`config.mk`:
```
export PLATFORM = sky130hd
export DESIGN_NAME = waves_synth
export DESIGN_NICKNAME = d
export VERILOG_FILES = /design/src/hdl/tone_pkg.sv /design/src/hdl/envelope_pkg.sv /design/src/hdl/note_divider.sv /design/src/hdl/wave_bank.sv /design/src/hdl/quad_encoder.sv /design/src/hdl/adsr_envelope.sv /design/src/hdl/waves_synth.sv
export SDC_FILE = /design/constraint.sdc
export NUM_CORES = 1
export LEC_CHECK = 0
export BUFFER_PORTS_ARGS = -buffer_cell sky130_fd_sc_hd__buf_2
export CAP_MARGIN = 5
export CELL_PAD_IN_SITES_DETAIL_PLACEMENT = 0
export CELL_PAD_IN_SITES_GLOBAL_PLACEMENT = 1
export CORE_ASPECT_RATIO = 0.75
export CORE_UTILIZATION = 40
export CTS_CLUSTER_SIZE = 10
export DETAILED_ROUTE_END_ITERATION = 12
export GPL_ROUTABILITY_DRIVEN = 1
export PLACE_DENSITY = 0.76
export SETUP_SLACK_MARGIN = 0.05
export SYNTH_ARGS = -nofsm -noshare
export SYNTH_HDL_FRONTEND = slang
export SYNTH_HIERARCHICAL = 1
export SYNTH_SLANG_ARGS = --single-unit
export TNS_END_PERCENT = 50
```
`constraint.sdc`:
```
create_clock -name clk -period 4.45 [get_ports clk]
set_input_delay 0 -clock clk [delete_from_list [all_inputs] [get_ports clk]]
set_output_delay 0 -clock clk [all_outputs]
set_load 0.01 [all_outputs]
```
`src/hdl/tone_pkg.sv`:
```
// Tone generator types
`default_nettype none

package tone_pkg;

    typedef logic [7:0] sample_t;      // Unsigned audio sample
    typedef logic [5:0] note_t;        // Octave * 12 + semitone

    typedef enum logic [1:0] {
        wave_tri = 2'd0,
        wave_saw = 2'd1,
        wave_sqr = 2'd2,
        wave_off = 2'd3                // Silent output
    } wave_sel_e;

    // Bit layout of the voice control byte
    typedef struct packed {
        wave_sel_e wave_sel;           // Bits 7:6
        note_t     note;               // Bits 5:0
    } voice_ctrl_t;

    localparam int unsigned NOTES_PER_OCTAVE = 12;

    // Octave 0 divider thresholds from C to B
    localparam logic [31:0] base_threshold [NOTES_PER_OCTAVE] = '{
        32'd95786,                     // C
        32'd90180,                     // C#
        32'd85131,                     // D
        32'd80357,                     // D#
        32'd75758,                     // E
        32'd71586,                     // F
        32'd67567,                     // F#
        32'd63775,                     // G
        32'd60241,                     // G#
        32'd56818,                     // A
        32'd53763,                     // A#
        32'd50867                      // B
    };

endpackage

`default_nettype wire

```
`src/hdl/envelope_pkg.sv`:
```
// Envelope control types
`default_nettype none

package envelope_pkg;

    typedef struct packed {
        logic a;
        logic b;
    } quad_t;

    // One quadrature pair per knob
    typedef struct packed {
        quad_t attack;
        quad_t decay;
        quad_t sustain;
        quad_t rel;
    } knob_bus_t;

    typedef struct packed {
        logic [7:0] attack;            // Peak level
        logic [7:0] decay;             // Fall per step toward sustain
        logic [7:0] sustain;           // Hold level
        logic [7:0] rel;               // Fall per step toward zero
    } adsr_params_t;

    typedef enum logic [2:0] {
        st_idle,
        st_attack,
        st_decay,
        st_sustain,
        st_release
    } adsr_state_e;

endpackage

`default_nettype wire

```
`src/hdl/note_divider.sv`:
```
// Note step divider
`timescale 1ns/10ps
`default_nettype none

module note_divider import tone_pkg::*; #(
    parameter int RATE_SHIFT = 0
) (
    input  logic  clk,
    input  logic  rst_n,
    input  note_t note,
    output logic  step
);

    note_t       note_eff;
    logic [3:0]  semitone;
    logic [2:0]  octave;
    logic [31:0] threshold;
    logic [31:0] count;

    // Notes past the table play A2
    assign note_eff  = (note >= 6'd60) ? 6'd33 : note;
    assign semitone  = 4'(note_eff % NOTES_PER_OCTAVE);
    assign octave    = 3'(note_eff / NOTES_PER_OCTAVE);
    assign threshold = base_threshold[semitone] >> (int'(octave) + RATE_SHIFT);

    always_ff @(posedge clk or negedge rst_n) begin
        if (!rst_n) begin
            count <= '0;
            step  <= 1'b0;
        end else if (count >= threshold) begin  // Also catches a drop to a higher note
            count <= '0;
            step  <= 1'b1;
        end else begin
            count <= count + 32'd1;
            step  <= 1'b0;
        end
    end

endmodule

`default_nettype wire

```
`src/hdl/wave_bank.sv`:
```
// Waveform phase generators
`timescale 1ns/10ps
`default_nettype none

module wave_bank import tone_pkg::*; (
    input  logic      clk,
    input  logic      rst_n,
    input  logic      step,
    input  wave_sel_e wave_sel,
    output sample_t   wave
);

    logic [7:0] tri_cnt;
    logic       tri_up;            // Triangle direction
    logic [7:0] saw_cnt;
    logic       sqr_level;

    // Triangle pauses one step at each end while it turns
    always_ff @(posedge clk or negedge rst_n) begin
        if (!rst_n) begin
            tri_cnt <= 8'd0;
            tri_up  <= 1'b1;
        end else if (step) begin
            if (tri_up) begin
                if (tri_cnt < 8'd255) begin
                    tri_cnt <= tri_cnt + 8'd1;
                end else begin
                    tri_up <= 1'b0;
                end
            end else begin
                if (tri_cnt > 8'd0) begin
                    tri_cnt <= tri_cnt - 8'd1;
                end else begin
                    tri_up <= 1'b1;
                end
            end
        end
    end

    always_ff @(posedge clk or negedge rst_n) begin
        if (!rst_n) begin
            saw_cnt   <= 8'd0;
            sqr_level <= 1'b0;
        end else if (step) begin
            saw_cnt   <= saw_cnt + 8'd1;   // Wraps at 255
            sqr_level <= ~sqr_level;
        end
    end

    always_comb begin
        case (wave_sel)
            wave_tri: wave = tri_cnt;
            wave_saw: wave = saw_cnt;
            wave_sqr: wave = {8{sqr_level}};
            default:  wave = 8'd0;         // wave_off
        endcase
    end

endmodule

`default_nettype wire

```
`src/hdl/quad_encoder.sv`:
```
// Quadrature knob decoder
`timescale 1ns/10ps
`default_nettype none

module quad_encoder import envelope_pkg::*; (
    input  logic       clk,
    input  logic       rst_n,
    input  quad_t      pins,
    output logic [7:0] value
);

    quad_t prev;

    always_ff @(posedge clk or negedge rst_n) begin
        if (!rst_n) begin
            prev  <= '0;
            value <= 8'd0;
        end else begin
            prev <= pins;
            case ({pins.a, prev.a, pins.b, prev.b})
                4'b1000,                   // A rises, B low
                4'b0111: value <= value + 8'd1;  // A falls, B high
                4'b0010,                   // B rises, A low
                4'b1101: value <= value - 8'd1;  // B falls, A high
                default: value <= value;
            endcase
        end
    end

endmodule

`default_nettype wire

```
`src/hdl/adsr_envelope.sv`:
```
// ADSR envelope generator
`timescale 1ns/10ps
`default_nettype none

module adsr_envelope import envelope_pkg::*; #(
    parameter int HOLD_STEPS = 256
) (
    input  logic         clk,
    input  logic         rst_n,
    input  logic         step,
    input  adsr_params_t params,
    output logic [7:0]   amplitude
);

    localparam int CNT_W = $clog2(HOLD_STEPS + 1);
    localparam logic [CNT_W-1:0] HOLD_LAST = CNT_W'(HOLD_STEPS - 1);

    adsr_state_e      state;
    logic [CNT_W-1:0] hold_cnt;
    logic [7:0]       dec_amt;
    logic [7:0]       rel_amt;

    // A zero rate would stall, so it steps by one
    assign dec_amt = (params.decay == 8'd0) ? 8'd1 : params.decay;
    assign rel_amt = (params.rel == 8'd0) ? 8'd1 : params.rel;

    always_ff @(posedge clk or negedge rst_n) begin
        if (!rst_n) begin
            state     <= st_idle;
            hold_cnt  <= '0;
            amplitude <= 8'd0;
        end else if (step) begin
            case (state)
                st_idle: begin
                    if (hold_cnt == HOLD_LAST) begin
                        hold_cnt <= '0;
                        state    <= st_attack;
                    end else begin
                        hold_cnt <= hold_cnt + 1'b1;
                    end
                end
                st_attack: begin
                    if (amplitude < params.attack) begin
                        amplitude <= amplitude + 8'd1;
                    end else begin
                        state <= st_decay;
                    end
                end
                st_decay: begin
                    if (amplitude > params.sustain) begin
                        // Clamp so the fall stops at sustain
                        if (amplitude - params.sustain > dec_amt) begin
                            amplitude <= amplitude - dec_amt;
                        end else begin
                            amplitude <= params.sustain;
                        end
                    end else begin
                        state <= st_sustain;
                    end
                end
                st_sustain: begin
                    amplitude <= params.sustain;  // Follows the knob while held
                    if (hold_cnt == HOLD_LAST) begin
                        hold_cnt <= '0;
                        state    <= st_release;
                    end else begin
                        hold_cnt <= hold_cnt + 1'b1;
                    end
                end
                st_release: begin
                    if (amplitude > 8'd0) begin
                        amplitude <= (amplitude > rel_amt) ? amplitude - rel_amt : 8'd0;
                    end else begin
                        state <= st_idle;
                    end
                end
                default: state <= st_idle;
            endcase
        end
    end

endmodule

`default_nettype wire

```
`src/hdl/waves_synth.sv`:
```
// Tone synthesizer top level
`timescale 1ns/10ps
`default_nettype none

module waves_synth import tone_pkg::*, envelope_pkg::*; #(
    parameter int RATE_SHIFT = 0,
    parameter int HOLD_STEPS = 256
) (
    input  logic        clk,
    input  logic        rst_n,
    input  voice_ctrl_t voice,
    input  knob_bus_t   knobs,
    output sample_t     sample,
    output logic [7:0]  env
);

    logic         step;
    sample_t      wave;
    adsr_params_t params;
    logic [15:0]  product;

    note_divider #(.RATE_SHIFT(RATE_SHIFT)) u_divider (
        .clk   (clk),
        .rst_n (rst_n),
        .note  (voice.note),
        .step  (step)
    );

    wave_bank u_waves (
        .clk      (clk),
        .rst_n    (rst_n),
        .step     (step),
        .wave_sel (voice.wave_sel),
        .wave     (wave)
    );

    quad_encoder u_knob_attack (
        .clk   (clk),
        .rst_n (rst_n),
        .pins  (knobs.attack),
        .value (params.attack)
    );

    quad_encoder u_knob_decay (
        .clk   (clk),
        .rst_n (rst_n),
        .pins  (knobs.decay),
        .value (params.decay)
    );

    quad_encoder u_knob_sustain (
        .clk   (clk),
        .rst_n (rst_n),
        .pins  (knobs.sustain),
        .value (params.sustain)
    );

    quad_encoder u_knob_release (
        .clk   (clk),
        .rst_n (rst_n),
        .pins  (knobs.rel),
        .value (params.rel)
    );

    adsr_envelope #(.HOLD_STEPS(HOLD_STEPS)) u_envelope (
        .clk       (clk),
        .rst_n     (rst_n),
        .step      (step),
        .params    (params),
        .amplitude (env)
    );

    // Gain stage keeps the upper byte of the product
    assign product = wave * env;

    always_ff @(posedge clk or negedge rst_n) begin
        if (!rst_n) begin
            sample <= 8'd0;
        end else begin
            sample <= product[15:8];
        end
    end

endmodule

`default_nettype wire

```
==> insert_results.sql <==
INSERT INTO impl_metrics (metric_group, metric, value, unit) VALUES
('status', 'outcome', 'completed', ''),
('power_and_ir_drop', 'p_per_area', '392', 'nW/um^2'),
('floorplanning', 'die_area', '30900', 'um^2'),
('power_and_ir_drop', 'pwr-share-clk', '23.6', '%'),
('layout', 'instances_no_fill', '1937', ''),
('clocking', 'htree_levels', '4', ''),
('synth', 'muxShareOfSynthArea', '3.29', '%'),
('clocking', 'worst_skew_pair.late_latency', '0.43', 'ns'),
('layout', 'layout.core_utilization', '50.0', '%'),
('critical_path', 'kind_of_start_point_of_the_critical_path', 'flip-flop', ''),
('sta', 'number_of_failing_setup_endpoints_in_the_final_timing_report', '0', ''),
('grt', 'grt-ovfl-total', '0', ''),
('placement', 'place.gp.congestion', '0.884', ''),
('sta', 'finalHoldViolations', '0', ''),
('synth', 'mappedNetlistArea', '12100', 'um^2'),
('power_and_ir_drop', 'p_int', '3.49', 'mW'),
('sta', 'fin_ws', '0.0529', 'ns'),
('critical_path', 'worst-endpoint-required', '4.73', 'ns'),
('floorplanning', 'design.portCount', '34', ''),
('clocking', 'clk_root_buffer_cell', 'sky130_fd_sc_hd__clkbuf_16', ''),
('critical_path', 'cp_common_cell', 'sky130_fd_sc_hd__fa_1', ''),
('layout', 'antenna-diode-count', '0', ''),
('critical_path', 'crit_fanout', '8', ''),
('sta', 'maxSlewViolCount', '0', ''),
('routing', 'post_detailed_routing_wire_length', '29500', 'um'),
('synth', 'avgSynthCellArea', '8.90', 'um^2'),
('synth', 'yosys_warnings', '6', ''),
('sta', 'finalClockSkew', '0.00900', 'ns'),
('synth', 'synth_compound_area_share', '20.1', '%'),
('critical_path', 'critical_path_buf_inv_count', '3', ''),
('synth', 'postSynthCellCount', '1355', ''),
('floorplanning', 'design.core.area', '29400', 'um^2'),
('synth', 'synthArstFlopShare', '100', '%'),
('synth', 'yosys.cell_types.count', '97', ''),
('floorplanning', 'die_x', '203', 'um'),
('placement', 'dpl_worst_slack', '-0.150', 'ns'),
('layout', 'total_number_of_nets_in_the_final_design', '1728', ''),
('synth', 'post_synth_main_area_contributors', 'sky130_fd_sc_hd__dfrtp_1 (24%), sky130_fd_sc_hd__ha_1 (14%), sky130_fd_sc_hd__fa_1 (7.1%)', ''),
('grt', 'grt.total_usage', '19.5', '%'),
('floorplanning', 'num_rows', '54', ''),
('power_and_ir_drop', 'switching_share', '39.3', '%'),
('sta', 'holdWs', '0.261', 'ns'),
('placement', 'number_of_port_buffers', '33', ''),
('sta', 'maxClockFrequency', '227', 'MHz'),
('sta', 'tns', '0', 'ns'),
('clocking', 'clkSlewWorstSetupHoldPaths', '0.06', 'ns'),
('min_path', 'worst_hold_path.num_cells', '2', ''),
('clocking', 'numCtsBuffers', '17', ''),
('critical_path', 'critPathKind', 'reg -> reg', ''),
('min_path', 'min-delay-path-class', 'in -> reg', ''),
('synth', 'synth_sequential_area_ratio', '24.7', '%'),
('routing', 'dr.pass1.iters', '5', ''),
('sta', 'fin_crit', '4.40', 'ns'),
('grt', 'first_global_vias', '9827', ''),
('sta', 'grt_setup_unrepaired', 'yes', ''),
('power_and_ir_drop', 'power_frac_seq', '28.0', '%'),
('critical_path', 'timing.critical_path.to_type', 'flip-flop', ''),
('critical_path', 'critical-path-slowest-cell', 'sky130_fd_sc_hd__fa_1', ''),
('synth', 'number_of_flops_mapped_to_enable_cells_by_yosys', '0', ''),
('routing', 'dr_total_vias', '10400', ''),
('clocking', 'clock_sinks', '119', ''),
('power_and_ir_drop', 'power.leakage', '7.20', 'nW'),
('layout', 'area_delta_synth_final', '21.9', '%'),
('routing', 'ant_nets', '0', ''),
('flow_run', 'max-cap-violations', '0', ''),
('critical_path', 'critical_path_arrival', '4.68', 'ns'),
('layout', 'ratio_of_cells_with_drive_above_1_in_the_final_layout', '20.9', '%'),
('grt', 'grt_antenna_before_repair', '0', ''),
('power_and_ir_drop', 'pwr-share-comb', '48.3', '%'),
('critical_path', 'cp_num_cells', '17', ''),
('routing', 'avgViaCountPerCell', '5.39', '');
## worst paths after layout
kind / from / end / slack [ns]
max in group asynchronous: rst_n / u_waves/tri_up$_DFFE_PN1P_ / 3.01
min in group asynchronous: rst_n / u_divider/count[20]$_DFF_PN0_ / 0.28
worst max-delay path: u_waves/sqr_level$_DFFE_PN0P_ / sample[5]$_DFF_PN0_ / 0.05
worst min-delay path: knobs[2] / u_knob_sustain/prev[0]$_DFF_PN0_ / 0.26
worst min register to register: u_waves/saw_cnt[7]$_DFFE_PN0P_ / u_waves/saw_cnt[7]$_DFFE_PN0P_ / 0.47
worst max register to register: u_waves/sqr_level$_DFFE_PN0P_ / sample[5]$_DFF_PN0_ / 0.05
## cells by family (layout without fill, tap and decap cells)
kind of cell               count (synthesis)  count (layout)
xor gates and xnor gates                  94              94
and+or+nand+nor                          444             444
muxes                                     35              35
AOI/OAI and AO/OA                        355             355
other                                      1              14
adders and majority gates                176             176
buffers and inverters                    131             308
DFF                                      119             119
## cells in the mapped netlist, drive strengths merged, types with 7 or more instances
cell type and number:
a211o 10, a211oi 23, a21o 43, a21oi 99, a31oi 7, and2 65, and3 9, buf 19
clkbuf 19, dfrtp 118, fa 43, ha 133, inv 93, mux2 19, mux2i 16, nand2 127
nand2b 16, nand3 40, nand4 21, nor2 71, nor2b 12, nor3 24, nor3b 9, nor4 8
o211ai 12, o21ai 71, o21bai 13, o221ai 7, o22ai 8, o31ai 8, or3 9, xnor2 60
xor2 34
## registers in the layout, indices dropped and copies added, names as in the netlist
signal / cells
u_divider/count: 32
u_envelope/hold_cnt: 9
sample: 8
u_envelope/amplitude: 8
u_knob_attack/value: 8
u_knob_decay/value: 8
u_knob_release/value: 8
u_knob_sustain/value: 8
u_waves/saw_cnt: 8
u_waves/tri_cnt: 8
u_envelope/state: 3
u_knob_attack/prev: 2
u_knob_decay/prev: 2
u_knob_release/prev: 2
u_knob_sustain/prev: 2
u_divider/step: 1
u_waves/sqr_level: 1
u_waves/tri_up: 1
## worst reg2reg max path: stages (launching register included)
cell and delay, ns:
sky130_fd_sc_hd__dfrtp_1 0.38, sky130_fd_sc_hd__and2_4 0.21, sky130_fd_sc_hd__a21oi_2 0.13, sky130_fd_sc_hd__o21ai_2 0.11, sky130_fd_sc_hd__buf_6 0.14, sky130_fd_sc_hd__and2_4 0.14
sky130_fd_sc_hd__fa_2 0.40, sky130_fd_sc_hd__fa_1 0.52, sky130_fd_sc_hd__inv_1 0.06, sky130_fd_sc_hd__fa_1 0.47, sky130_fd_sc_hd__inv_1 0.05, sky130_fd_sc_hd__fa_1 0.48
sky130_fd_sc_hd__ha_4 0.28, sky130_fd_sc_hd__a211oi_4 0.28, sky130_fd_sc_hd__o21ai_4 0.10, sky130_fd_sc_hd__a211oi_4 0.25, sky130_fd_sc_hd__or2_4 0.22, sky130_fd_sc_hd__o311ai_4 0.08
## power groups by stage
stage / Combinational, mW / Sequential (mW) / Clock (mW)
final: 2.78 / 1.61 / 1.36
after global routing: 3.14 / 1.65 / 1.44
after CTS: 2.74 / 1.61 / 1.40
after detailed placement: 2.71 / 1.63 / 0
after global placement: 2.66 / 1.62 / 0
after floorplan: 1.99 / 1.56 / 0
## what timing repair did
action	CTS	global route
gates cloned	0	0
hold endpoints to repair	85	0
setup endpoints to repair	7	24
pin swaps	14	43
gates resized for setup	10	41
hold buffers	9	0
setup buffers	3	9
## cell type report
class                      count  area (um^2)  share of cell area (%)
clock buffer                  19          453                    3.08
inverter                      93          349                    2.37
multi-input combinational   1118         8900                    60.5
timing repair buffer         185         1400                    9.53
sequential                   119         2980                    20.3
tap                          392          490                    3.34
clock inverter                11          126                   0.860
## routing by layer
metal / share of wire [%] / GRT usage [%] / up-vias
met1: 55 / 31.6 / 5005
li1: - / - / 5238
met4: 0.72 / 3.94 / 0
met5: 0 / 0 / -
met3: 4.0 / 3.21 / 19
met2: 40 / 26.5 / 184
No activity file was read; power rests on OpenSTA's default activity.
